**src/qbus_pkg.sv**
```systemverilog
// Widths and timing of the inverted multiplexed processor bus.
// ad_n carries the complement of address and data; strobes are active low.

package qbus_pkg;

   localparam int DATA_W = 16;                  // Bus word width
   localparam int ADDR_W = 16;                  // Byte address width

   // Clocks from a strobe first seen low to rply_n low
   localparam int REPLY_LAT = 3;

   typedef logic [DATA_W-1:0] data_t;           // One bus word, true polarity
   typedef logic [ADDR_W-1:0] addr_t;           // Byte address from the address phase

endpackage

```
**src/slave_map_pkg.sv**
```systemverilog
// Address window of the RAM slave.
// WORDS must be a power of two, and the window must end at or below the top of
// the 16-bit byte address space. BASE_ADDR is expected to be word aligned.

package slave_map_pkg;

   localparam qbus_pkg::addr_t BASE_ADDR = 16'o100000;   // First byte of the window
   localparam int              WORDS     = 256;          // Words behind the window

   localparam int IDX_W     = $clog2(WORDS);    // Word index width
   localparam int WIN_BYTES = WORDS * 2;        // Window size in bytes

   // One past the last byte, one bit wider so a window at the top cannot wrap
   localparam logic [qbus_pkg::ADDR_W:0] WIN_END =
      (qbus_pkg::ADDR_W+1)'(BASE_ADDR) + (qbus_pkg::ADDR_W+1)'(WIN_BYTES);

   typedef logic [IDX_W-1:0] word_idx_t;        // Word index inside the window
   typedef logic [1:0]       byte_en_t;         // Bit 1 high lane, bit 0 low lane

endpackage

```
**src/qbus_req_if.sv**
```systemverilog
// Decoded memory request from the cycle decoder to the memory stage.
// rd and wr are single-cycle pulses; payload is valid in the pulse cycle only.
`timescale 1ns/1ps

interface qbus_req_if;

   logic                      rd;               // Read request pulse
   logic                      wr;               // Write request pulse
   slave_map_pkg::word_idx_t  idx;              // Word inside the window
   slave_map_pkg::byte_en_t   byte_en;          // Lanes to write, 2'b11 on reads
   qbus_pkg::data_t           wdata;            // Write word, true polarity

   // No back-pressure, the memory takes one request per clock
   modport src (
      output rd,
      output wr,
      output idx,
      output byte_en,
      output wdata
   );

   modport dst (
      input  rd,
      input  wr,
      input  idx,
      input  byte_en,
      input  wdata
   );

endinterface

```
**src/qbus_mem_stage.sv**
```systemverilog
// On-chip word array with byte-lane writes.
// Contents are undefined after power-up; reset clears only the done pulses.
`timescale 1ns/1ps

module qbus_mem_stage (
   input  logic            clk_p,
   input  logic            rst_n,
   qbus_req_if.dst         req,
   output qbus_pkg::data_t rdata,               // Read word, valid with rd_done
   output logic            rd_done,             // One clock after req.rd
   output logic            wr_done              // One clock after req.wr
);

   localparam int HALF = qbus_pkg::DATA_W / 2;  // Lane width

   qbus_pkg::data_t mem [slave_map_pkg::WORDS];

   // Array and read register
   always_ff @(posedge clk_p) begin
      if (req.wr) begin
         if (req.byte_en[0]) begin
            mem[req.idx][HALF-1:0] <= req.wdata[HALF-1:0];       // Low lane
         end
         if (req.byte_en[1]) begin
            mem[req.idx][qbus_pkg::DATA_W-1:HALF] <=
               req.wdata[qbus_pkg::DATA_W-1:HALF];                // High lane
         end
      end
      if (req.rd) begin
         rdata <= mem[req.idx];
      end
   end

   // Completion pulses
   always_ff @(posedge clk_p or negedge rst_n) begin
      if (!rst_n) begin
         rd_done <= 1'b0;
         wr_done <= 1'b0;
      end else begin
         rd_done <= req.rd;                     // Out after edge k+2
         wr_done <= req.wr;
      end
   end

endmodule

```
**src/flat_wrapper.sv**
```systemverilog
// flat-port wrapper written by rule: the top's interface ports become plain ports
module qbus_mem_stage_flat 
  (clk_p, rst_n, rdata, rd_done, wr_done, req_rd, req_wr, req_idx, req_byte_en, req_wdata);
  qbus_req_if req_i ();
  input  logic clk_p;
  input  logic rst_n;
  output qbus_pkg::data_t rdata;
  output logic rd_done;
  output logic wr_done;
  input wire logic [$bits(req_i.rd)-1:0] req_rd;
  input wire logic [$bits(req_i.wr)-1:0] req_wr;
  input wire logic [$bits(req_i.idx)-1:0] req_idx;
  input wire logic [$bits(req_i.byte_en)-1:0] req_byte_en;
  input wire logic [$bits(req_i.wdata)-1:0] req_wdata;
  assign req_i.rd = req_rd;
  assign req_i.wr = req_wr;
  assign req_i.idx = req_idx;
  assign req_i.byte_en = req_byte_en;
  assign req_i.wdata = req_wdata;
  qbus_mem_stage u_core (.clk_p(clk_p), .rst_n(rst_n), .req(req_i), .rdata(rdata), .rd_done(rd_done), .wr_done(wr_done));
endmodule
```
**config.mk**
```make
export PLATFORM = sky130hd
export DESIGN_NAME = qbus_mem_stage_flat
export DESIGN_NICKNAME = d
export VERILOG_FILES = /design/src/qbus_pkg.sv /design/src/slave_map_pkg.sv /design/src/qbus_req_if.sv /design/src/qbus_mem_stage.sv /design/src/flat_wrapper.sv
export SDC_FILE = /design/constraint.sdc
export NUM_CORES = 2
export LEC_CHECK = 0
export BUFFER_PORTS_ARGS = -buffer_cell sky130_fd_sc_hd__buf_2
export CAP_MARGIN = 30
export CORE_MARGIN = 10
export CORE_UTILIZATION = 55
export CTS_CLUSTER_DIAMETER = 40
export DETAILED_ROUTE_END_ITERATION = 6
export GPL_ROUTABILITY_DRIVEN = 0
export HOLD_SLACK_MARGIN = 0.15
export PLACE_DENSITY = 0.7
export SYNTH_ARGS = -nofsm -noshare
export SYNTH_HDL_FRONTEND = slang
export SYNTH_SLANG_ARGS = --single-unit
```
**constraint.sdc**
```tcl
create_clock -name clk_p -period 4.6 [get_ports clk_p]
set_input_delay 0.46 -clock clk_p [delete_from_list [all_inputs] [get_ports clk_p]]
set_output_delay 0.46 -clock clk_p [all_outputs]
set_load 0.01 [all_outputs]
```
==> flow_metrics.env <==
export IMPL_status="complete, but fails checks"
export IMPL_violations="max-slew violations"
export IMPL_fin_skew_ps=43.8
export IMPL_critical_path_arrival_ps=3960
export IMPL_synthAdderAreaFrac_pct=0
export IMPL_initial_core_util_pct=55.2
export IMPL_final_common_cell="edfxtp_1"
export IMPL_synth_compound_area_share_pct=3.64
export IMPL_overflow=0
export IMPL_synth_area_leaders="edfxtp_1, mux4_2, a22oi_1"
export IMPL_clk_path_buf_depth=4
export IMPL_synth_simple_gate_area_share_pct=1.55
export IMPL_area_growth_pct=14.4
export IMPL_finalNetCount=7431
export IMPL_min_period_ps=3320
export IMPL_cts_buffers=470
export IMPL_first_pass_iters=6
export IMPL_end_kind="flop"
export IMPL_antenna_found_initial=12
export IMPL_power_switching_mw=17.5
export IMPL_route_vias_total=77075
export IMPL_ys_seq_elements=4114
export IMPL_hp_class="in -> reg"
export IMPL_critPathRequiredTime_ps=5240
export IMPL_fmaxAchievable_ghz=0.301
export IMPL_place_area_um2=163000
export IMPL_slew_headroom_pct=-3.19
export IMPL_synth_top_area_share_pct=78.7
export IMPL_drtAntennaViolNets=0
export IMPL_viasPerCell=6.66
export IMPL_htree_levels=5
export IMPL_cts_tree="yes"
export IMPL_worstMarginPinSlew_ps=1550
export IMPL_syn_nets=7068
export IMPL_combPwrFrac_pct=4.2
export IMPL_final_cell_mix="edfxtp_1, mux4_2, nor2_1"
export IMPL_dp_hpwl_um=218000
export IMPL_cp_start_kind="primary input"
export IMPL_die_w_um=554
export IMPL_peakVddDrop_mv=0.344
export IMPL_finalHoldViolations=0
export IMPL_hold_depth=1
export IMPL_ys_warn_count=0
export IMPL_p_int_mw=65.8
export IMPL_dr_first_iter_drc_count=10483
export IMPL_p_clk_share_pct=46.2
export IMPL_drive_gt1_share_pct=28.1
export IMPL_p_leak_nw=55.1
export IMPL_use_met2_pct=38.3
export IMPL_slew_violations=40
export IMPL_crit_fanout=52
export IMPL_grt_pass1_wl_um=555000
export IMPL_design_area_um2=179000
export IMPL_synth_xor_xnor_area_share_pct=0
export IMPL_p_seq_share_pct=49.7
export IMPL_synth_top_cell_by_area="edfxtp_1"
export IMPL_synth_top_family_by_area="multiplexers"
export IMPL_synthMuxAreaShare_pct=14.7
export IMPL_met1_usage_pct=35.1
export IMPL_clock_latency_ps=930
export IMPL_reg2reg_slack_ps=1630
export IMPL_instances_no_fill=11569
export IMPL_synth_avg_cell_area_um2=22.3
export IMPL_num_io_pins=48
export IMPL_seq_area_frac_synth_pct=78.7
export IMPL_p_per_area_nw_per_um2=464
export IMPL_core_um2=284000
export IMPL_r2r_start="u_core.mem[201][14]$_DFFE_PP_"
export IMPL_crit_type="in -> reg"
export IMPL_p_sw_share_pct=21.1
export IMPL_crit_start="req_idx[1]"
export IMPL_route_final_wire_length_um=381000
export IMPL_grt_pass1_vias=77857
export IMPL_portBuffers=47
export IMPL_syn_area_um2=157000
export IMPL_die_area_um2=307000
export IMPL_grt_max_degree=198
export IMPL_holdWs_ps=163
export IMPL_top_usage_layer="met2"
export IMPL_die_y_um=554
export IMPL_grt_usage_pct=24.4
export IMPL_finalCritPeriodShare_pct=72.1
export IMPL_synth_cell_types=21
export IMPL_setup_violations=0
export IMPL_cts_root_buf="clkbuf_16"
export IMPL_total_power_mw=83.3
export IMPL_cts_sinks=4114
export IMPL_clk_pin_slew_ps=60
export IMPL_drc_errors=0
export IMPL_final_setup_tns_ps=0
export IMPL_drv_cap=0
export IMPL_timing_rr_end="u_core.rdata[14]$_DFFE_PP_"
export IMPL_rsz0062_at_grt="no"
export IMPL_fillers=18239
export IMPL_reg2regPathDepth=6
export IMPL_avgRoutedWirePerCell_um=32.9
export IMPL_cts_resized=0
export IMPL_rows=196
export IMPL_grt_util_met3_pct=5.49
export IMPL_endpoint="u_core.rdata[14]$_DFFE_PP_"
export IMPL_syn_inst=7038
export IMPL_dp_cells=10676
## power groups by stage
stage               sequential [mW]  combinational, mW  clock [mW]
finish                         41.4               3.46        38.5
global route                   41.3               3.63        40.4
CTS                            41.4               3.46        38.8
detailed placement             42.2               3.44           0
global placement               42.2               3.36           0
floorplan                      42.1               1.79           0
## kinds of logic after synthesis
kind of cell | after synthesis
flops | 4114
mux | 1024
compound gates | 832
simple gates | 612
buf+inv | 456
## worst max-delay path, stage by stage
cell and delay [ps]:
buf_8 520, buf_4 550, buf_4 350, mux4_2 360, a22oi_1 240, a21oi_1 110, o41ai_1 880, buf_4 250
nand4_1 90
## cells in the mapped netlist, drive strengths merged
cell,n
buf,186
nor2b,8
dfrtp,2
a21oi,256
a22oi,512
edfxtp,4112
nand4,24
nand2b,2
nand2,25
or2,1
mux4,1024
clkbuf,270
nand3,32
o41ai,64
nor2,516
and2,4
## metrics by stage
stage	util (%)	setup slack, ps
4_1_cts	63.1	1410
5_1_grt	63.1	1320
3_3_place_gp	57.3	-446
6_report	63.1	1280
2_1_floorplan	-	1930
3_5_place_dp	57.3	417
## routing by layer
metal	part of all wire [%]	wire [um]
met1	38	145000
met2	48	184000
met3	11	40600
met4	3.0	11300
met5	0.017	63
## worst min-delay path by stage
stage / start / endpoint / slack, ps
finish: req_wdata[1] / u_core.mem[91][1]$_DFFE_PP_ / 160
global route: req_wr / u_core.wr_done$_DFF_PN0_ / 210
CTS: req_wdata[1] / u_core.mem[90][1]$_DFFE_PP_ / 180
detailed placement: rst_n / u_core.rd_done$_DFF_PN0_ / 250
global placement: rst_n / u_core.rd_done$_DFF_PN0_ / 240
floorplan: rst_n / u_core.rd_done$_DFF_PN0_ / 160
## cell type report
class	count	area (um2)	share of cell area (%)
diodes	7	17.5	0.00976
repair buffers	347	3510	1.96
clock buffers	521	12100	6.73
clock inverters	350	4180	2.33
well taps	3762	4710	2.62
multi-input cells	2468	31500	17.5
flip-flops and latches	4114	124000	68.8
## what timing repair did
action / in CTS / in global routing
hold buffers: 9 / 2
buffers inserted: 0 / 0
endpoints found under the hold margin: 228 / 21
## flip-flops by register name, indices dropped and copies added (netlist names)
register        cells
u_core.mem       4096
u_core.rdata       16
u_core.rd_done      1
u_core.wr_done      1
No activity file was read; power rests on OpenSTA's default activity.
