<file path="src/qbus_pkg.sv">
// Widths and timing of the inverted multiplexed processor bus.
// ad_n carries the complement of address and data; strobes are active low.

package qbus_pkg;

   localparam int DATA_W = 16;                  // Bus word width
   localparam int ADDR_W = 16;                  // Byte address width

   // Clocks from a strobe first seen low to rply_n low
   localparam int REPLY_LAT = 3;

   typedef logic [DATA_W-1:0] data_t;           // One bus word, true polarity
   typedef logic [ADDR_W-1:0] addr_t;           // Byte address from the address phase

endpackage

</file>
<file path="src/qbus_reply_stage.sv">
// Reply generator. Holds rply_n low until the master raises the active strobe.
// A done pulse arriving outside idle is dropped; the decoder never sends one.
`timescale 1ns/1ps

module qbus_reply_stage (
   input  logic            clk_p,
   input  logic            rst_n,
   input  logic            din_n,
   input  logic            dout_n,
   input  logic            rd_done,
   input  logic            wr_done,
   input  qbus_pkg::data_t rdata,
   output logic            rply_n,              // Active low reply
   output logic            ad_oe,               // Drive ad_n with read data
   output qbus_pkg::data_t ad_out               // Read word, true polarity
);

   typedef enum logic [1:0] {
      idle,
      reply_read,
      reply_write
   } state_t;

   state_t          state;
   qbus_pkg::data_t rdata_q;                    // Word on the bus during reply

   always_ff @(posedge clk_p or negedge rst_n) begin
      if (!rst_n) begin
         state <= idle;
      end else begin
         case (state)
            idle: begin
               if (rd_done) begin
                  state <= reply_read;          // Reply after edge k+3
               end else if (wr_done) begin
                  state <= reply_write;
               end
            end
            reply_read: begin
               if (din_n) state <= idle;        // Master took the data
            end
            reply_write: begin
               if (dout_n) state <= idle;
            end
            default: state <= idle;
         endcase
      end
   end

   // Capture in the same edge that enters reply_read
   always_ff @(posedge clk_p) begin
      if (rd_done) begin
         rdata_q <= rdata;
      end
   end

   assign rply_n = (state == idle);
   assign ad_oe  = (state == reply_read);
   assign ad_out = rdata_q;

endmodule

</file>
<file path="config.mk">
export PLATFORM = sky130hd
export DESIGN_NAME = qbus_reply_stage
export DESIGN_NICKNAME = d
export VERILOG_FILES = /design/src/qbus_pkg.sv /design/src/qbus_reply_stage.sv
export SDC_FILE = /design/constraint.sdc
export NUM_CORES = 1
export LEC_CHECK = 0
export ABC_AREA = 1
export BUFFER_PORTS_ARGS = -buffer_cell sky130_fd_sc_hd__buf_4
export CORE_MARGIN = 3
export CORE_UTILIZATION = 37
export CTS_BUF_LIST = sky130_fd_sc_hd__clkbuf_4
export CTS_CLUSTER_DIAMETER = 40
export DETAILED_ROUTE_END_ITERATION = 10
export GPL_TIMING_DRIVEN = 1
export PLACE_DENSITY = 0.85
export SLEW_MARGIN = 40
export SYNTH_ARGS = -nofsm -noshare
export SYNTH_HDL_FRONTEND = slang
export SYNTH_SLANG_ARGS = --single-unit
export TNS_END_PERCENT = 10
</file>
<file path="constraint.sdc">
create_clock -name clk_p -period 1 [get_ports clk_p]
set_clock_uncertainty 0.15 [all_clocks]
set_input_delay 0.1 -clock clk_p [delete_from_list [all_inputs] [get_ports clk_p]]
set_output_delay 0.1 -clock clk_p [all_outputs]
set_load 0.02 [all_outputs]
</file>
==> impl_results.md, run 1 <==
- CP endpoint kind: output pin
- Die height: 46.3 um
- Final hold vios: 0
- Final WL: 1590 um
- Logic pwr share: 37.9%
- Share of layout cells above drive strength 1: 55.0%
- Global route total overflow: 0
- Worst-case reg-to-reg path depth: 6
- Post-Syn Nets: between 50 and 60
- Total Nets Final: between 100 and 150
- Largest net degree at the start of global routing: 20
- Adder-Cell Fraction of Synth Area: 0%
- Routability congestion estimate: between 0.6 and 0.7
- Yosys cell types: 10
- Final setup fails: 20
- Startpoint Class: register
- Worst Path Class, Setup: reg -> out
- Critical Path RT: 0.75 ns
- Initial Util: a little over two fifths
- Fillers: 66
- Sw frac: 30.0%
- Peak VDD IR: ~1.5 mV
- Sw power: 657 uW
- Commonest non-fill, non-tap cell in the layout: buf_4
- Area growth syn-to-layout: 108%
- XOR/XNOR Fraction of Synth Area: 0%
- Cells after synthesis: 33
- Synth Warn #: 0
- Hold Path Class: in -> reg
- Reg2reg setup slack: -0.20 ns
- Hold EP: state[1]
- WL per Instance: around 14 um
- Clock network fraction of design power: 15.9%
- Avg Synthesized Cell Area: 18.2 um2
- R2R Path Start: state[0]
- Vias/cell: 4.65
- CTS Buffer Depth: 2
- Setup WS post-layout: -0.251 ns
- Vias in the first global route: 572
- Pint: 1530 uW
- CP Max Fanout: 3
- Status: complete, but fails checks
- First-pass GRT wire length: ~2400 um
- Hold path cells: 5
- Initial DRC count: 3
- Minimum clock period: around 1.3 ns
- MaxCap Viol Count: 0
- Layout Cells excl Fill: 115
- Worst-Margin Slew: 0.232 ns
- Arrival time worst endpoint: 1.00 ns
- Most frequent cells in the layout: buf_4 (25), dlygate4sd3_1 (20), buf_6 (18), edfxtp_1 (16), nand2_2 (4)
- Clk_lat worst skew: about 0.28 ns
- Post-route cell area: about 1300 um2
- Antenna violations before repair: 0
- IO Pins: 40
- Simple-Gate Fraction of Synth Area: 7.90%
- RSZ-0062 raised after global routing: true
- Fin crit share: 125%
- Slew Limit Fails: 0
- Max-slew headroom: between 80% and 90%
- Routed via count: 535
- Yosys reg bits: 18
- Clk root buf: clkbuf_4
- Largest family of logic cells by synthesized area: simple AND/OR/NAND/NOR gates
- LEAKAGE: ~0.00055 uW
- PortBufs: 39
- Core ar.: 1420 um2
- Clk sinks: 18
- # DRC: 0
- DPL Wire Length: 905 um
- Maximum clock frequency: 799 MHz
- Area after DPL: between 900 and 1000 um2
- Post-synthesis mux area share: 0%
- Synth Cell Area: 602 um2
- Seq/Total Area, Yosys: 88.1%
- Reg2Reg Capture Point: state[1]
- Failing checks: setup timing
- Drt first pass iters: 4
- Clock transition at path regs: 0.10 ns
- GRT Total Usage: 16.9%
- Diodes inserted: 0
- H-tree levels: 1
- Num CTS Buffers: 3
- CTS tree: yes
- Die X-Extent: 46.3 um
- Complex-gate fraction of the synthesized area: 1.46%
- Placed cells: 87
- Rows: 13
- Post-DRT Antenna Nets: 0
- Flop pwr share: 46.2%
- Min-delay src: wr_done
- Power Density: about 1700 nW/um2
- Die area: 2150 um2
-- how the worst max path moves through the flow --
stage | from | end | depth (start not counted)
2_1_floorplan | state[0] | state[1] | 4
3_3_place_gp | state[0] | state[1] | 4
3_5_place_dp | state[0] | state[1] | 4
4_1_cts | state[0] | ad_oe | 3
5_1_grt | state[0] | ad_oe | 3
6_report | state[0] | ad_oe | 3
-- sequential cells by signal, summed over array words and instances, names as in the netlist --
name	cells
ad_out	16
state	2
-- critical path, cell delays in order (launching register included) --
cell	delay, ns
dfrtp_2	0.42
inv_2	0.05
nor2_1	0.10
buf_4	0.15
-- power by group through the flow --
| stage | clock network [uW] | logic [uW] | registers [uW] |
|---|---|---|---|
| CTS | 361 | 710 | 995 |
| floorplan | 0 | 200 | 1060 |
| detailed placement | 0 | 512 | 1000 |
| finish | 349 | 831 | 1010 |
| global route | 393 | 882 | 1020 |
| global placement | 0 | 502 | 989 |
-- metrics by stage --
| stage | setup slack [ns] | hold WS (ns) | setup TNS [ns] | utilization, % | power, uW |
|---|---|---|---|---|---|
| 2_1_floorplan | -0.0393 | -0.346 | -0.0393 | - | 1260 |
| 3_3_place_gp | 0.0460 | -0.266 | 0 | 64.9 | 1490 |
| 3_5_place_dp | -0.00590 | -0.265 | -0.00590 | 64.9 | 1510 |
| 4_1_cts | -0.284 | 0.000805 | -1.93 | 86.7 | 2070 |
| 5_1_grt | -0.294 | 0.0380 | -2.75 | 88.5 | 2290 |
| 6_report | -0.251 | 0.0222 | -1.93 | 88.5 | 2190 |
-- per-layer routing --
metal,vias to the layer above,part of all wire (%),track usage (%)
met4,0,1.3,5.11
met3,4,8.0,4.30
li1,249,-,-
met5,-,0,0
met1,252,32,14.8
met2,30,58,35.4
-- cell usage after synthesis --
cell,n,area share (%)
nand2_1,4,2.5
a21oi_2,1,1.5
edfxtp_1,16,80
nand3_1,1,0.83
nand3b_1,1,1.2
dfrtp_1,2,8.3
inv_1,4,2.5
nor2_2,1,1.0
nor2_1,2,1.2
nand2_2,1,1.0
-- logic make-up after synthesis --
kind of cell / after synthesis
buffers and inverters: 4
AND/OR/NAND/NOR: 10
AO/OA/AOI/OAI: 1
flip-flops: 18
-- cell type report --
type	instances	area (um2)	area share, %
Sequential cell	18	533	42.6
Clock buffer	3	22.5	1.80
Inverter	4	15.0	1.20
Clock inverter	1	3.75	0.300
Multi-Input combinational cell	11	68.8	5.49
Tap cell	15	18.8	1.50
Timing Repair Buffer	63	591	47.2
-- repair_timing --
action                                 4_1_cts  5_1_grt
resized for setup                           19        5
pin swaps                                    2        2
hold buffers                                20        0
endpoints found under the hold margin       20        0
buffers inserted                             2        2
gates cloned                                 0        0
setup endpoints to repair                   19       20
No activity file was read; power rests on OpenSTA's default activity.
==> run 2, diff against run 1 <==
--- a/config.mk
+++ b/config.mk
@@ -14,6 +14,7 @@
 export DETAILED_ROUTE_END_ITERATION = 10
 export GPL_TIMING_DRIVEN = 1
 export PLACE_DENSITY = 0.85
+export RECOVER_POWER = 100
 export SLEW_MARGIN = 40
 export SYNTH_ARGS = -nofsm -noshare
 export SYNTH_HDL_FRONTEND = slang
==> run 2 against run 1 <==
Effect of this change:
- the run still ends with setup timing left
- wire length fell by 1.0%
- non-clock buffer count unchanged
- power down 0.23%
- critical endpoint unchanged
- critical path type unchanged
- highest routed layer unchanged
- clock-buffer cell count unchanged
- critical path depth did not move
- utilization fell by 0.18 points
- worst hold slack hardly changed
==> impl_results.md, run 2 (synthesis results as in run 1) <==
- CP Max Fanout: 3
- Startpoint Class: register
- CP endpoint kind: output pin
- Arrival time worst endpoint: 1.00 ns
- Maximum clock frequency: approximately 800 MHz
- H-tree levels: 1
- Critical Path, Cell by Cell: inv_2 -> nor2_1 -> buf_4
- Slew Limit Fails: 0
- Critical Path RT: between 0.7 and 0.8 ns
- Util after Layout: 88.3%
- First-pass GRT wire length: 2430 um
- Clock transition at path regs: about 0.10 ns
- TNS Setup: -1.95 ns
- Area growth syn-to-layout: 108%
- Placed cells: 87
- Most frequent cells in the layout: clkbuf_4 (20), dlygate4sd3_1 (20), buf_6 (18), edfxtp_1 (16), buf_4 (7)
- RSZ-0062 raised after global routing: true
- Max-slew headroom: 70.2%
- WL per Instance: 13.7 um
- Max stage delay on crit path: ~0.42 ns
- Status: complete, but fails checks
- Peak VDD IR: between 1 and 1.5 mV
- MaxCap Viol Count: 0
- Die area: 2150 um2
- Die height: about 46 um
- Initial Util: 42.5%
- Hold Path Class: in -> reg
- Area after DPL: 918 um2
- Worst-Margin Slew: 0.447 ns
- Worst-case reg-to-reg path depth: 6
- Post-DRT Antenna Nets: 0
- Final WL: 1580 um
- Largest net degree at the start of global routing: 20
- Rows: 13
- Die X-Extent: about 46 um
- Failing checks: setup timing
- Final hold vios: 0
- Setup WS post-layout: -0.252 ns
- Num CTS Buffers: 3
- Clk_lat worst skew: 0.28 ns
- Final setup fails: 20
- Core ar.: approximately 1400 um2
- Initial DRC count: 4
- CTS Buffer Depth: 2
- CTS tree: yes
- Layout Cells excl Fill: 115
- DPL Wire Length: 905 um
- Vias in the first global route: around 570
- Routability congestion estimate: 0.607
- # DRC: 0
- LEAKAGE: approximately 0.00055 uW
- Fin crit share: 125%
- Power Density: approximately 1700 nW/um2
- Global route total overflow: 0
- Clk root buf: clkbuf_4
- Drt first pass iters: 4
- Total Nets Final: 123
- Flip-flop count of the largest register after layout: 16
- Minimum clock period: 1.25 ns
- Fillers: between 60 and 70
- IO Pins: 40
- Hold path cells: 5
- Worst Path Class, Setup: reg -> out
- GRT Total Usage: 16.9%
- Share of layout cells above drive strength 1: approximately 55%
- Clk sinks: 18
- Post-route cell area: around 1200 um2
- PortBufs: 39
- Antenna violations before repair: 0
- Vias/cell: 4.61
- Diodes inserted: 0
- Routed via count: 530
- CP max stage cell: dfrtp_2
run 2: what timing repair did:
item / 4_1_cts / 5_1_grt
pin swaps: 2 / 2
hold buffers: 20 / 0
endpoints found under the setup margin: 19 / 20
setup buffers: 2 / 2
hold endpoints to repair: 20 / 0
gates resized for setup: 19 / 5
run 2: final timing paths:
path | slack, ns | from | end
worst min-delay path | 0.02 | wr_done | state[1]
worst max-delay path | -0.25 | state[0] | ad_oe
worst max register to register | -0.21 | state[0] | state[1]
max in group asynchronous | 0.01 | rst_n | state[1]
worst min register to register | 0.49 | state[1] | state[1]
min in group asynchronous | 0.55 | rst_n | state[0]
run 2: area by class of cell:
cell class                      count  area, um2  area share (%)
Clock buffer                        3       22.5            1.80
Sequential cell                    18        533            42.6
Multi-Input combinational cell     11       68.8            5.51
Tap cell                           15       18.8            1.50
Timing Repair Buffer               63        588            47.0
Inverter                            4       15.0            1.20
Clock inverter                      1       3.75           0.300
run 2: routing by layer:
layer / up-vias / track usage, % / wire length, um
li1: 249 / - / -
met4: 0 / 5.11 / 5
met5: - / 0 / 0
met3: 2 / 4.30 / 120
met1: 253 / 14.8 / 511
met2: 26 / 35.4 / 941
run 2: critical path, delay by kind of cell, from the launching register on:
| family | cells | cell delay (ns) |
|---|---|---|
| AND/OR/NAND/NOR | 1 | 0.10 |
| flip-flops | 1 | 0.42 |
| buffers and inverters | 2 | 0.20 |
run 2: power by group:
group	internal (uW)	total, uW	leakage [uW]	switching, uW
registers	923	1010	0.000179	87.8
logic	461	825	0.000354	365
clock network	145	348	0.0000154	204
total	1530	2180	0.000548	657
run 2: metrics by stage:
stage	hold slack, ns	power [uW]	setup slack [ns]
floorplan	-0.346	1260	-0.0393
global placement	-0.266	1490	0.0460
detailed placement	-0.265	1510	-0.00590
CTS	0.000805	2070	-0.284
global route	0.0436	2290	-0.294
finish	0.0219	2180	-0.252
