===== src/qbus_pkg.sv =====
// Widths and timing of the inverted multiplexed processor bus.
// ad_n carries the complement of address and data; strobes are active low.

package qbus_pkg;

   localparam int DATA_W = 16;                  // Bus word width
   localparam int ADDR_W = 16;                  // Byte address width

   // Clocks from a strobe first seen low to rply_n low
   localparam int REPLY_LAT = 3;

   typedef logic [DATA_W-1:0] data_t;           // One bus word, true polarity
   typedef logic [ADDR_W-1:0] addr_t;           // Byte address from the address phase

endpackage


===== src/slave_map_pkg.sv =====
// Address window of the RAM slave.
// WORDS must be a power of two, and the window must end at or below the top of
// the 16-bit byte address space. BASE_ADDR is expected to be word aligned.

package slave_map_pkg;

   localparam qbus_pkg::addr_t BASE_ADDR = 16'o100000;   // First byte of the window
   localparam int              WORDS     = 256;          // Words behind the window

   localparam int IDX_W     = $clog2(WORDS);    // Word index width
   localparam int WIN_BYTES = WORDS * 2;        // Window size in bytes

   // One past the last byte, one bit wider so a window at the top cannot wrap
   localparam logic [qbus_pkg::ADDR_W:0] WIN_END =
      (qbus_pkg::ADDR_W+1)'(BASE_ADDR) + (qbus_pkg::ADDR_W+1)'(WIN_BYTES);

   typedef logic [IDX_W-1:0] word_idx_t;        // Word index inside the window
   typedef logic [1:0]       byte_en_t;         // Bit 1 high lane, bit 0 low lane

endpackage


===== src/qbus_req_if.sv =====
// Decoded memory request from the cycle decoder to the memory stage.
// rd and wr are single-cycle pulses; payload is valid in the pulse cycle only.
`timescale 1ns/1ps

interface qbus_req_if;

   logic                      rd;               // Read request pulse
   logic                      wr;               // Write request pulse
   slave_map_pkg::word_idx_t  idx;              // Word inside the window
   slave_map_pkg::byte_en_t   byte_en;          // Lanes to write, 2'b11 on reads
   qbus_pkg::data_t           wdata;            // Write word, true polarity

   // No back-pressure, the memory takes one request per clock
   modport src (
      output rd,
      output wr,
      output idx,
      output byte_en,
      output wdata
   );

   modport dst (
      input  rd,
      input  wr,
      input  idx,
      input  byte_en,
      input  wdata
   );

endinterface


===== src/qbus_cycle_decode.sv =====
// Bus cycle front end. Inputs are taken as synchronous to clk_p, no synchronizers.
// One request per selected sync cycle; later strobes in the same cycle are ignored.
`timescale 1ns/1ps

module qbus_cycle_decode (
   input  logic            clk_p,
   input  logic            rst_n,
   input  logic            sync_n,              // Address strobe
   input  logic            din_n,               // Data input strobe
   input  logic            dout_n,              // Data output strobe
   input  logic            wtbt_n,              // Byte write when low in data phase
   input  qbus_pkg::data_t ad_in,               // Bus value, already un-inverted
   qbus_req_if.src         req
);

   logic                     sync_q;            // Strobe levels one edge back
   logic                     din_q;
   logic                     dout_q;
   logic                     sel_q;             // Cycle hits the window
   logic                     rd_pend;           // Strobe edge seen, issue next clock
   logic                     wr_pend;
   qbus_pkg::addr_t          addr_q;            // Latched byte address
   qbus_pkg::addr_t          offset;            // Byte offset into the window
   qbus_pkg::data_t          wdata_q;
   slave_map_pkg::byte_en_t  be_q;
   logic                     sync_fall;
   logic                     din_fall;
   logic                     dout_fall;
   logic                     in_win;

   assign sync_fall = sync_q & ~sync_n;
   assign din_fall  = din_q & ~din_n;
   assign dout_fall = dout_q & ~dout_n;

   // Window check on the live address, used only at the sync edge
   assign in_win = (ad_in >= slave_map_pkg::BASE_ADDR) &&
                   ({1'b0, ad_in} < slave_map_pkg::WIN_END);

   assign offset = addr_q - slave_map_pkg::BASE_ADDR;

   always_ff @(posedge clk_p or negedge rst_n) begin
      if (!rst_n) begin
         sync_q  <= 1'b1;                       // Bus idle is high
         din_q   <= 1'b1;
         dout_q  <= 1'b1;
         sel_q   <= 1'b0;
         rd_pend <= 1'b0;
         wr_pend <= 1'b0;
         req.rd  <= 1'b0;
         req.wr  <= 1'b0;
      end else begin
         sync_q  <= sync_n;
         din_q   <= din_n;
         dout_q  <= dout_n;
         rd_pend <= sel_q & din_fall;           // Read wins a double strobe
         wr_pend <= sel_q & dout_fall & ~din_fall;
         req.rd  <= rd_pend;                    // Out after edge k+1
         req.wr  <= wr_pend;
         if (sync_fall) begin
            sel_q <= in_win;                    // New cycle, new decision
         end else if (sync_n || din_fall || dout_fall) begin
            sel_q <= 1'b0;                      // Served or cycle over
         end
      end
   end

   // Payload, held until the next cycle overwrites it
   always_ff @(posedge clk_p) begin
      if (sync_fall) begin
         addr_q <= ad_in;
      end
      if (sel_q && (din_fall || dout_fall)) begin
         wdata_q <= ad_in;                      // Don't care on reads
         if (din_fall || wtbt_n) begin
            be_q <= 2'b11;                      // Whole word
         end else begin
            be_q <= addr_q[0] ? 2'b10 : 2'b01;  // Odd byte is high lane
         end
      end
   end

   assign req.idx     = offset[slave_map_pkg::IDX_W:1];
   assign req.byte_en = be_q;
   assign req.wdata   = wdata_q;

endmodule


===== src/flat_wrapper.sv =====
// flat-port wrapper written by rule: the top's interface ports become plain ports
module qbus_cycle_decode_flat 
  (clk_p, rst_n, sync_n, din_n, dout_n, wtbt_n, ad_in, req_rd, req_wr, req_idx, req_byte_en, req_wdata);
  qbus_req_if req_i ();
  input  logic clk_p;
  input  logic rst_n;
  input  logic sync_n;
  input  logic din_n;
  input  logic dout_n;
  input  logic wtbt_n;
  input  qbus_pkg::data_t ad_in;
  output wire logic [$bits(req_i.rd)-1:0] req_rd;
  output wire logic [$bits(req_i.wr)-1:0] req_wr;
  output wire logic [$bits(req_i.idx)-1:0] req_idx;
  output wire logic [$bits(req_i.byte_en)-1:0] req_byte_en;
  output wire logic [$bits(req_i.wdata)-1:0] req_wdata;
  assign req_rd = req_i.rd;
  assign req_wr = req_i.wr;
  assign req_idx = req_i.idx;
  assign req_byte_en = req_i.byte_en;
  assign req_wdata = req_i.wdata;
  qbus_cycle_decode u_core (.clk_p(clk_p), .rst_n(rst_n), .sync_n(sync_n), .din_n(din_n), .dout_n(dout_n), .wtbt_n(wtbt_n), .ad_in(ad_in), .req(req_i));
endmodule

===== config.mk =====
export PLATFORM = sky130hd
export DESIGN_NAME = qbus_cycle_decode_flat
export DESIGN_NICKNAME = d
export VERILOG_FILES = /design/src/qbus_pkg.sv /design/src/slave_map_pkg.sv /design/src/qbus_req_if.sv /design/src/qbus_cycle_decode.sv /design/src/flat_wrapper.sv
export SDC_FILE = /design/constraint.sdc
export NUM_CORES = 1
export LEC_CHECK = 0
export ABC_AREA = 1
export BUFFER_PORTS_ARGS = -buffer_cell sky130_fd_sc_hd__buf_4
export CAP_MARGIN = 20
export CORE_MARGIN = 2
export CORE_UTILIZATION = 48
export CTS_BUF_LIST = sky130_fd_sc_hd__clkbuf_4 sky130_fd_sc_hd__clkbuf_8
export CTS_CLUSTER_DIAMETER = 40
export DETAILED_ROUTE_END_ITERATION = 16
export PLACE_DENSITY = 0.86
export SYNTH_ARGS = -nofsm -noshare
export SYNTH_HDL_FRONTEND = slang
export SYNTH_SLANG_ARGS = --single-unit

===== constraint.sdc =====
create_clock -name clk_p -period 2.6 [get_ports clk_p]
set_input_delay 0.26 -clock clk_p [delete_from_list [all_inputs] [get_ports clk_p]]
set_output_delay 0.26 -clock clk_p [all_outputs]
set_load 0.03 [all_outputs]

==> key figures, run 1 <==
Pwr
  – Pwr Total: 0.000942 W
  – Lkg Pwr: 0.711 nW
  – PD cells: 583 nW/um^2
  – Maximum VDD drop: 607 uV

Critical path
  – Worst Path Arrival: 1.66 ns
  – CP Capture Type: register
  – CP top delay family: flip-flops
  – Worst EP required: 2.63 ns
  – Startpoint types: register
  – Critical path buffer and inverter count: 1
  – CP max stage cell: dfstp_2
  – Worst-path cell chain: nand2_2 > a21oi_2 > buf_4
  – Critical path type: reg -> reg
  – CP max stage delay: 0.54 ns
  – CP max FO: 10

Floorplan
  – # IOs: 50
  – Die Y: 53.9 um
  – Die area: 2910 sq um
  – Core Box Area: 2410 sq um
  – Initial Utilization: 0.496
  – Die X: 53.9 um
  – # rows: 18

Clocking
  – H-tree depth: 2
  – Clk_lat worst skew: 0.33 ns
  – Clock Tree Buf Depth: 2
  – Postcts setup bufs: 0
  – CTS sink count: 35
  – CTS Buf Count: 5
  – CTS tree: done
  – Clock-pin slew of the registers on the worst-case setup and hold paths: 0.10 ns
  – CTS root buf: clkbuf_4
  – Post_cts resized: 0

Timing
  – Final TNS setup: 0 ns
  – Max-slew headroom: 0.691
  – Fin. Hold Viols: 0
  – Min setup slack post-route: 0.972 ns
  – Tmin final: 1.63 ns
  – Max Clock Skew: 0.0128 ns
  – Peak Freq: 614 MHz
  – Max Slew Vio Count: 0
  – Final worst path period share: 0.626
  – Final Setup Violations: 0
  – RSZ-0062 raised after global routing: false
  – Slew @ Worst Pin: 0.463 ns

Place
  – Pre-CTS setup slack: 0.972 ns
  – Port bufs: 49
  – Post-DP HPWL: 1.48 mm
  – Inst Count DP: 141
  – Placer Congestion: 0.665

Yosys
  – Sequential element share of the synthesized area: 0.848
  – Cells after synthesis: 69
  – Yosys cell types: 13
  – Synthesis-stage register bit count: 35
  – Syn avg cell area: 17.3 sq um
  – Post-Syn Nets: 91
  – Synth warnings: 0
  – Mapped Area: 1200 sq um

Global route
  – Grt total ovfl: 0
  – All-Layer GR Usage: 0.141
  – Initial antenna violation count: 0
  – Vias in the first global route: 601
  – First-pass GRT wire length: 2.70 mm
  – Largest net degree at the start of global routing: 12

Route
  – Drt first pass iters: 4
  – WL final: 1.83 mm
  – DRC: 0
  – Detailed-route via count: 661
  – Vias/cell: 4.41
  – WL/cell: 12.2 um
  – DRT antenna net count: 0
  – Initial DRC count: 7

Final layout
  – Area grow syn2layout: 35.0%
  – Post-Layout Cell Count: 150
  – Fin nets: 141
  – Antenna cells: 0
  – # fillers: 162
  – Share of cells above drive strength 1: 0.542
  – Max reg flops: 16

Run status
  – Outcome: finished clean

Job
  – Max-cap violations: 0

Worst hold path
  – Hold/Removal Path Class: in -> reg
[where the power goes]
| group | leakage (nW) | total, W | switching (W) | internal (W) |
|---|---|---|---|---|
| Sequential | 0.348 | 0.000617 | 0.00000292 | 0.000614 |
| Combinational | 0.328 | 0.0000621 | 0.0000314 | 0.0000307 |
| Clock | 0.0347 | 0.000262 | 0.000162 | 0.000100 |
| Total | 0.711 | 0.000942 | 0.000196 | 0.000746 |
[metal layers]
layer / up-vias / GRT usage / wire length (um)
met4: 0 / 0.0641 / 25
met3: 2 / 0.0528 / 182
met5: - / 0 / 0
met2: 39 / 0.236 / 952
met1: 292 / 0.160 / 669
li1: 328 / - / -
[area by class of cell]
| type | instances | area (sq um) | area share |
|---|---|---|---|
| Sequential cell | 35 | 1010 | 0.628 |
| Timing Repair Buffer | 51 | 385 | 0.239 |
| Multi-Input combinational cell | 17 | 91.3 | 0.0565 |
| Clock buffer | 5 | 37.5 | 0.0232 |
| Tap cell | 30 | 37.5 | 0.0232 |
| Inverter | 9 | 33.8 | 0.0209 |
| Clock inverter | 3 | 15.0 | 0.00930 |
[stage by stage]
stage | hold WS [ns] | cell area [sq um] | utilization
floorplan | -0.0356 | 1200 | -
global placement | 0.0767 | 1550 | 0.644
detailed placement | 0.0786 | 1550 | 0.644
CTS | 0.0275 | 1620 | 0.670
global route | 0.0157 | 1620 | 0.670
finish | 0.0382 | 1620 | 0.670
[cells by family (layout without fill, tap and decap cells)]
family / count (synthesis) / in the layout / synth area share
flops: 35 / 35 / 0.848
compound gates: 1 / 1 / 0.00418
buf+inv: 17 / 68 / 0.0785
simple gates: 16 / 16 / 0.0690
[cells in the mapped netlist]
| cell type | count | area, sq um |
|---|---|---|
| buf_4 | 8 | 60.1 |
| nand3_1 | 2 | 10.0 |
| nand2_2 | 1 | 6.26 |
| inv_1 | 9 | 33.8 |
| dfstp_2 | 3 | 78.8 |
| edfxtp_1 | 27 | 811 |
| nand2_1 | 5 | 18.8 |
| nor2_1 | 5 | 18.8 |
| a21oi_1 | 1 | 5.00 |
| nor3b_2 | 1 | 12.5 |
| dfrtp_1 | 5 | 125 |
| nand4_1 | 1 | 6.26 |
| nand3_2 | 1 | 10.0 |
[worst paths after layout]
kind | slack (ns) | cells past startpoint | end | from
worst min register to register | 0.36 | 0 | u_core.req.rd$_DFF_PN0_ | u_core.rd_pend$_DFF_PN0_
worst min-delay path | 0.04 | 1 | u_core.din_q$_DFF_PN1_ | din_n
worst max register to register | 0.97 | 3 | u_core.req.wdata[4]$_DFFE_PP_ | u_core.din_q$_DFF_PN1_
worst max-delay path | 0.97 | 3 | u_core.req.wdata[4]$_DFFE_PP_ | u_core.din_q$_DFF_PN1_
max in group asynchronous | 2.13 | 2 | u_core.dout_q$_DFF_PN1_ | rst_n
min in group asynchronous | 0.26 | 2 | u_core.wr_pend$_DFF_PN0_ | rst_n
[repair_timing]
item	in CTS	in global routing
hold buffers	1	0
setup endpoints to repair	0	0
endpoints found under the hold margin	8	0
[placed cells by master, fill, tap and decap left out, types with 2 or more instances in the layout]
cell type / count
buf_4: 50
clkbuf_4: 5
clkinv_2: 3
dfrtp_1: 5
dfstp_2: 3
edfxtp_1: 27
inv_1: 9
nand2_1: 5
nand3_1: 2
nor2_1: 5
Note: power is estimated with default switching activity, not from simulation.
==> inputs of run 2 (changes only) <==
==> constraint.sdc (replaced) <==
create_clock -name clk_p -period 1.6 [get_ports clk_p]
set_input_delay 0.16 -clock clk_p [delete_from_list [all_inputs] [get_ports clk_p]]
set_output_delay 0.16 -clock clk_p [all_outputs]
set_load 0.03 [all_outputs]
==> run 2 against run 1 <==
Against the previous run: critical path depth rose by 3; sequential share of layout area fell by 6.8 points; worst setup slack got worse by 0.70 ns; first-iteration DRC count rose by 130%; die area did not move; critical path type is now in -> reg; largest power group unchanged.
==> key figures, run 2 (synthesis gave the netlist of run 1 again) <==
Run status
  – Outcome: finished clean (unchanged)

Worst hold path
  – Hold path cells: 3 (was 1)
  – Hold/Removal Path Class: in -> reg (unchanged)

Place
  – Inst Count DP: 142 (was 141)
  – Port bufs: 49 (unchanged)
  – Pre-CTS setup slack: 0.324 ns (was 0.972 ns)
  – Placer Congestion: 0.668 (was 0.665)

Timing
  – Max-slew headroom: 0.758 (was 0.691)
  – Max Slew Vio Count: 0 (unchanged)
  – Fin. Hold Viols: 0 (unchanged)
  – Min setup slack post-route: 0.276 ns (was 0.972 ns)
  – RSZ-0062 raised after global routing: false (unchanged)
  – Peak Freq: 755 MHz
  – Final Setup Violations: 0 (unchanged)
  – Tmin final: 1.32 ns
  – Max Clock Skew: 0.00856 ns (was 0.0128 ns)
  – Slew @ Worst Pin: 0.363 ns (was 0.463 ns)
  – Final TNS setup: 0 ns (unchanged)
  – Final worst path period share: 0.828

Floorplan
  – Die area: 2910 sq um (unchanged)
  – Die Y: 53.9 um (unchanged)
  – Core Box Area: 2410 sq um (unchanged)
  – # IOs: 50 (unchanged)
  – # rows: 18 (unchanged)
  – Die X: 53.9 um (unchanged)
  – Initial Utilization: 0.496 (unchanged)

Clocking
  – CTS tree: done (unchanged)
  – CTS Buf Count: 5 (unchanged)
  – CTS sink count: 35 (unchanged)
  – Clock Tree Buf Depth: 2 (unchanged)
  – Clock-pin slew of the registers on the worst-case setup and hold paths: 0.09 ns (was 0.10 ns)
  – Postcts setup bufs: 0 (unchanged)
  – Post_cts resized: 0 (unchanged)
  – CTS root buf: clkbuf_4 (unchanged)
  – H-tree depth: 2 (unchanged)
  – Clk_lat worst skew: 0.32 ns (was 0.33 ns)
  – CTS Hold Buffers Added: 4 (was 1)

Route
  – Vias/cell: 4.56 (was 4.41)
  – DRT antenna net count: 0 (unchanged)
  – DRC: 0 (unchanged)
  – Drt first pass iters: 4 (unchanged)
  – WL final: 2.22 mm (was 1.83 mm)
  – Detailed-route via count: 776 (was 661)
  – Initial DRC count: 16 (was 7)
  – WL/cell: 13.1 um (was 12.2 um)

Final layout
  – Antenna cells: 0 (unchanged)
  – # fillers: 150 (was 162)
  – Fin nets: 161 (was 141)
  – Most frequent cells in the layout: buf_4, edfxtp_1, dlygate4sd3_1 (was buf_4, edfxtp_1, inv_1)
  – Most common cell after layout, fill and taps aside: buf_4 (unchanged)
  – Post-Layout Cell Count: 170 (was 150)
  – Area grow syn2layout: 51.6% (was 35.0%)
  – Share of cells above drive strength 1: 0.457 (was 0.542)
  – Max reg flops: 16 (unchanged)

Global route
  – Grt total ovfl: 0 (unchanged)
  – All-Layer GR Usage: 0.160 (was 0.141)
  – Largest net degree at the start of global routing: 11 (was 12)
  – Vias in the first global route: 704 (was 601)
  – Initial antenna violation count: 0 (unchanged)
  – First-pass GRT wire length: 2.93 mm (was 2.70 mm)

Critical path
  – Most frequent CP cell: buf_4
  – Worst EP required: 1.62 ns (was 2.63 ns)
  – Reg2reg path depth: 3 (unchanged)
  – Startpoint types: input pin (was register)
  – CP max stage delay: 0.54 ns (about the same)
  – Worst Path Arrival: 1.35 ns (was 1.66 ns)
  – CP max FO: 10 (unchanged)
  – CP max stage cell: dlygate4sd3_1 (was dfstp_2)
  – Worst-path cell chain: dlygate4sd3_1 > buf_4 > inv_1 > nand2_1 > a21oi_2 > buf_4 (was nand2_2 > a21oi_2 > buf_4)
  – CP Capture Type: register (unchanged)
  – Critical path type: in -> reg (was reg -> reg)

Pwr
  – Maximum VDD drop: 636 uV (was 607 uV)
  – PD cells: 866 nW/um^2 (was 583 nW/um^2)
  – Pwr Total: 0.00157 W (was 0.000942 W)
  – Lkg Pwr: 0.792 nW (was 0.711 nW)

Job
  – Max-cap violations: 0 (unchanged)
==> run 2: cell count changes in the layout (fill, tap and decap cells not counted), sizes merged <==
cell,delta
dlygate4sd3,+19
buf,+1
clkbuf,+1
clkinv,-1
==> run 2: worst paths after layout <==
check	startpoint	endpoint	slack, ns
min	wtbt_n	u_core.req.byte_en[0]$_SDFFCE_PP1P_	0.15
max in group asynchronous	rst_n	u_core.dout_q$_DFF_PN1_	1.22
max reg2reg	u_core.dout_q$_DFF_PN1_	u_core.req.wdata[8]$_DFFE_PP_	0.31
max	dout_n	u_core.req.wdata[8]$_DFFE_PP_	0.28
min reg2reg	u_core.wr_pend$_DFF_PN0_	u_core.req.wr$_DFF_PN0_	0.36
min in group asynchronous	rst_n	u_core.sel_q$_DFFE_PN0P_	0.18
==> run 2: final cells by class <==
| cell class | count | area [sq um] | area share |
|---|---|---|---|
| timing repair buffer | 71 | 583 | 0.322 |
| multi-input combinational | 17 | 91.3 | 0.0504 |
| clock inverter | 2 | 7.51 | 0.00414 |
| clock buffer | 6 | 45.0 | 0.0248 |
| sequential | 35 | 1010 | 0.560 |
| tap | 30 | 37.5 | 0.0207 |
| inverter | 9 | 33.8 | 0.0186 |
==> run 2: worst max-delay path, delay by kind of cell <==
family	cells	cell delay (ns)
compound gates	1	0.17
buf+inv	4	0.93
simple gates	1	0.09
==> run 2: where the power goes <==
| part | switching, W | internal [W] | leakage [nW] | total (W) |
|---|---|---|---|---|
| sequential | 0.00000482 | 0.000998 | 0.348 | 0.00100 |
| clock | 0.000247 | 0.000179 | 0.0307 | 0.000427 |
| combinational | 0.0000605 | 0.0000801 | 0.413 | 0.000141 |
| total | 0.000313 | 0.00126 | 0.792 | 0.00157 |
==> run 2: metrics by stage <==
| stage | instance area (sq um) | hold WS, ns | util |
|---|---|---|---|
| final | 1810 | 0.147 | 0.752 |
| after global routing | 1810 | 0.132 | 0.752 |
| after CTS | 1650 | 0.00339 | 0.686 |
| after detailed placement | 1560 | -0.0209 | 0.647 |
| after global placement | 1560 | -0.0232 | 0.647 |
| after floorplan | 1200 | -0.136 | - |
==> run 2: metal layers <==
layer  track usage  vias to the layer above  wire (um)
met1         0.145                      359        746
met5             0                        -          0
met4        0.0897                        0         28
li1              -                      368          -
met3        0.0806                        4        215
met2         0.283                       45       1230
==> inputs of run 3 (changes only) <==
==> constraint.sdc (replaced) <==
create_clock -name clk_p -period 1.23 [get_ports clk_p]
set_input_delay 0.123 -clock clk_p [delete_from_list [all_inputs] [get_ports clk_p]]
set_output_delay 0.123 -clock clk_p [all_outputs]
set_load 0.03 [all_outputs]
==> run 3 against run 2 <==
Against the previous run: critical path depth is 3 lower; sequential share of layout area down 1.4 points; clock skew is 0.0017 ns higher; wire length down 3.7%; count of clock-buffer cells in the layout is 1 higher; cell area rose by 2.6%; first-iteration DRC count fell by 38%; critical endpoint is now u_core.req.wdata[4]$_DFFE_PP_; largest cell class unchanged.
==> key figures, run 3 (synthesis gave the netlist of run 1 again) <==
Final layout
  – Antenna cells: 0 (unchanged)
  – Most common cell after layout, fill and taps aside: buf_4 (unchanged)
  – # fillers: 153 (was 150)
  – Most frequent cells in the layout: buf_4, edfxtp_1, dlygate4sd3_1 (unchanged)
  – Max reg flops: 16 (unchanged)
  – Area grow syn2layout: 55.4% (was 51.6%)
  – Design area: 1860 sq um (was 1810 sq um)
  – Fin nets: 161 (unchanged)
  – Fin util: 0.772 (was 0.752)
  – Share of cells above drive strength 1: 0.486 (was 0.457)

Timing
  – Max Slew Vio Count: 0 (unchanged)
  – Max-slew headroom: 0.870 (was 0.758)
  – Fin. Hold Viols: 0 (unchanged)
  – Slew @ Worst Pin: 0.195 ns (was 0.363 ns)
  – RSZ-0062 raised after global routing: true (was false)
  – Peak Freq: 815 MHz
  – Max Clock Skew: 0.0102 ns (was 0.00856 ns)
  – Tmin final: 1.23 ns
  – Final worst path period share: 0.997
  – Final Setup Violations: 0 (unchanged)

Critical path
  – CP max FO: 18 (was 10)
  – RR Startpoint: u_core.din_q$_DFF_PN1_ (was u_core.dout_q$_DFF_PN1_)
  – Worst Setup SP: u_core.din_q$_DFF_PN1_ (was dout_n)
  – CP top delay family: flip-flops (was buffers and inverters)
  – CP Capture Type: register (unchanged)
  – Worst-path cell chain: nand2_4 > a21oi_4 > buf_12 (was dlygate4sd3_1 > buf_4 > inv_1 > nand2_1 > a21oi_2 > buf_4)
  – Critical path buffer and inverter count: 1 (was 4)
  – Internal reg-to-reg setup slack: 0.003 ns (was 0.31 ns)
  – CP max stage delay: 0.55 ns (was 0.54 ns)
  – Startpoint types: register (was input pin)
  – Worst Path Arrival: 1.27 ns (was 1.35 ns)
  – CP max stage cell: dfstp_2 (was dlygate4sd3_1)
  – Critical path type: reg -> reg (was in -> reg)
  – Worst EP required: 1.27 ns (was 1.62 ns)

Place
  – Placer Congestion: 0.698 (was 0.668)
  – Post-DP HPWL: 1.48 mm
  – DP Area: 1590 sq um (was 1560 sq um)
  – Port bufs: 49 (unchanged)

Pwr
  – Int Pwr: 0.00170 W (was 0.00126 W)
  – Maximum VDD drop: 975 uV (was 636 uV)
  – Sequential Power Share: 0.616 (was 0.639)
  – Clock Power Share: 0.294 (was 0.272)
  – Combinational cell fraction of total power: 0.089 (was 0.090)
  – Switch share: 0.197 (was 0.199)
  – PD cells: 1140 nW/um^2 (was 866 nW/um^2)
  – Net switching power: 0.000417 W (was 0.000313 W)
  – Lkg Pwr: 0.800 nW (was 0.792 nW)

Clocking
  – H-tree depth: 2 (unchanged)
  – CTS Buf Count: 5 (unchanged)
  – Clock Tree Buf Depth: 2 (unchanged)
  – Clk_lat worst skew: 0.33 ns (was 0.32 ns)
  – CTS root buf: clkbuf_4 (unchanged)
  – Clock-pin slew of the registers on the worst-case setup and hold paths: 0.09 ns (about the same)
  – Postcts setup bufs: 0 (unchanged)
  – CTS sink count: 35 (unchanged)
  – CTS tree: done (unchanged)

Route
  – WL/cell: 12.6 um (was 13.1 um)
  – DRC: 0 (unchanged)
  – DRT antenna net count: 0 (unchanged)
  – Initial DRC count: 10 (was 16)
  – WL final: 2.14 mm (was 2.22 mm)
  – Drt first pass iters: 3 (was 4)
  – Vias/cell: 4.42 (was 4.56)
  – Detailed-route via count: 751 (was 776)

Run status
  – Outcome: finished clean (unchanged)

Floorplan
  – # rows: 18 (unchanged)
  – Die X: 53.9 um (unchanged)
  – # IOs: 50 (unchanged)
  – Core Box Area: 2410 sq um (unchanged)
  – Initial Utilization: 0.496 (unchanged)
  – Die Y: 53.9 um (unchanged)
  – Die area: 2910 sq um (unchanged)

Global route
  – Initial antenna violation count: 0 (unchanged)
  – All-Layer GR Usage: 0.163 (was 0.160)
  – Grt total ovfl: 0 (unchanged)
  – Largest net degree at the start of global routing: 19 (was 11)
  – First-pass GRT wire length: 3.02 mm (was 2.93 mm)
  – Vias in the first global route: 747 (was 704)

Job
  – Max-cap violations: 0 (unchanged)

Worst hold path
  – Hold Startpoint: wtbt_n (unchanged)
  – Hold/Removal Path Class: in -> reg (unchanged)
-- run 3: layout make-up --
class / instances / area, sq um / area share
clock buffer: 7 / 58.8 / 0.0316
clock inverter: 1 / 3.75 / 0.00202
inverter: 9 / 37.5 / 0.0202
multi-input combinational: 17 / 111 / 0.0599
sequential: 35 / 1010 / 0.546
tap: 30 / 37.5 / 0.0202
timing repair buffer: 71 / 596 / 0.320
-- run 3: what timing repair did --
item	4_1_cts	5_1_grt
endpoints found under the hold margin	36	0
hold buffers	20	0
gates resized for setup	1	2
setup endpoints to repair	3	27
-- run 3: metal layers --
layer / GRT usage / share of wire
met1: 0.158 / 0.35
met2: 0.299 / 0.53
met3: 0.0694 / 0.10
met4: 0.0641 / 0.017
met5: 0 / 0
-- run 3: power by group through the flow --
stage | registers, W | logic [W] | clock network [W]
after global placement | 0.00133 | 0.000132 | 0
after global routing | 0.00131 | 0.000205 | 0.000696
final | 0.00131 | 0.000190 | 0.000624
after CTS | 0.00131 | 0.000189 | 0.000649
after floorplan | 0.00133 | 0.0000620 | 0
after detailed placement | 0.00133 | 0.000138 | 0
-- run 3: final timing paths --
check                      cells past startpoint                                  end
min in group asynchronous                      2             u_core.rd_pend$_DFF_PN0_
min reg2reg                                    0              u_core.req.rd$_DFF_PN0_
max reg2reg                                    3        u_core.req.wdata[4]$_DFFE_PP_
max                                            3        u_core.req.wdata[4]$_DFFE_PP_
max in group asynchronous                      2               u_core.din_q$_DFF_PN1_
min                                            3  u_core.req.byte_en[0]$_SDFFCE_PP1P_
-- run 3: worst reg2reg max path: stages (launching register included) --
cell and delay, ns:
dfstp_2 0.55, nand2_4 0.05, a21oi_4 0.16, buf_12 0.17
-- run 3: metrics by stage --
step | setup TNS [ns] | setup slack [ns] | instances | hold slack, ns | power, W
2_1_floorplan | -2.10 | -0.117 | 69 | -0.173 | 0.00139
3_3_place_gp | 0 | 0.0369 | 142 | -0.0596 | 0.00146
3_5_place_dp | 0 | 0.0180 | 142 | -0.0529 | 0.00147
4_1_cts | 0 | 0.00169 | 170 | 0.0771 | 0.00215
5_1_grt | -0.199 | -0.0221 | 170 | 0.0898 | 0.00221
6_report | 0 | 0.00329 | 170 | 0.0929 | 0.00212
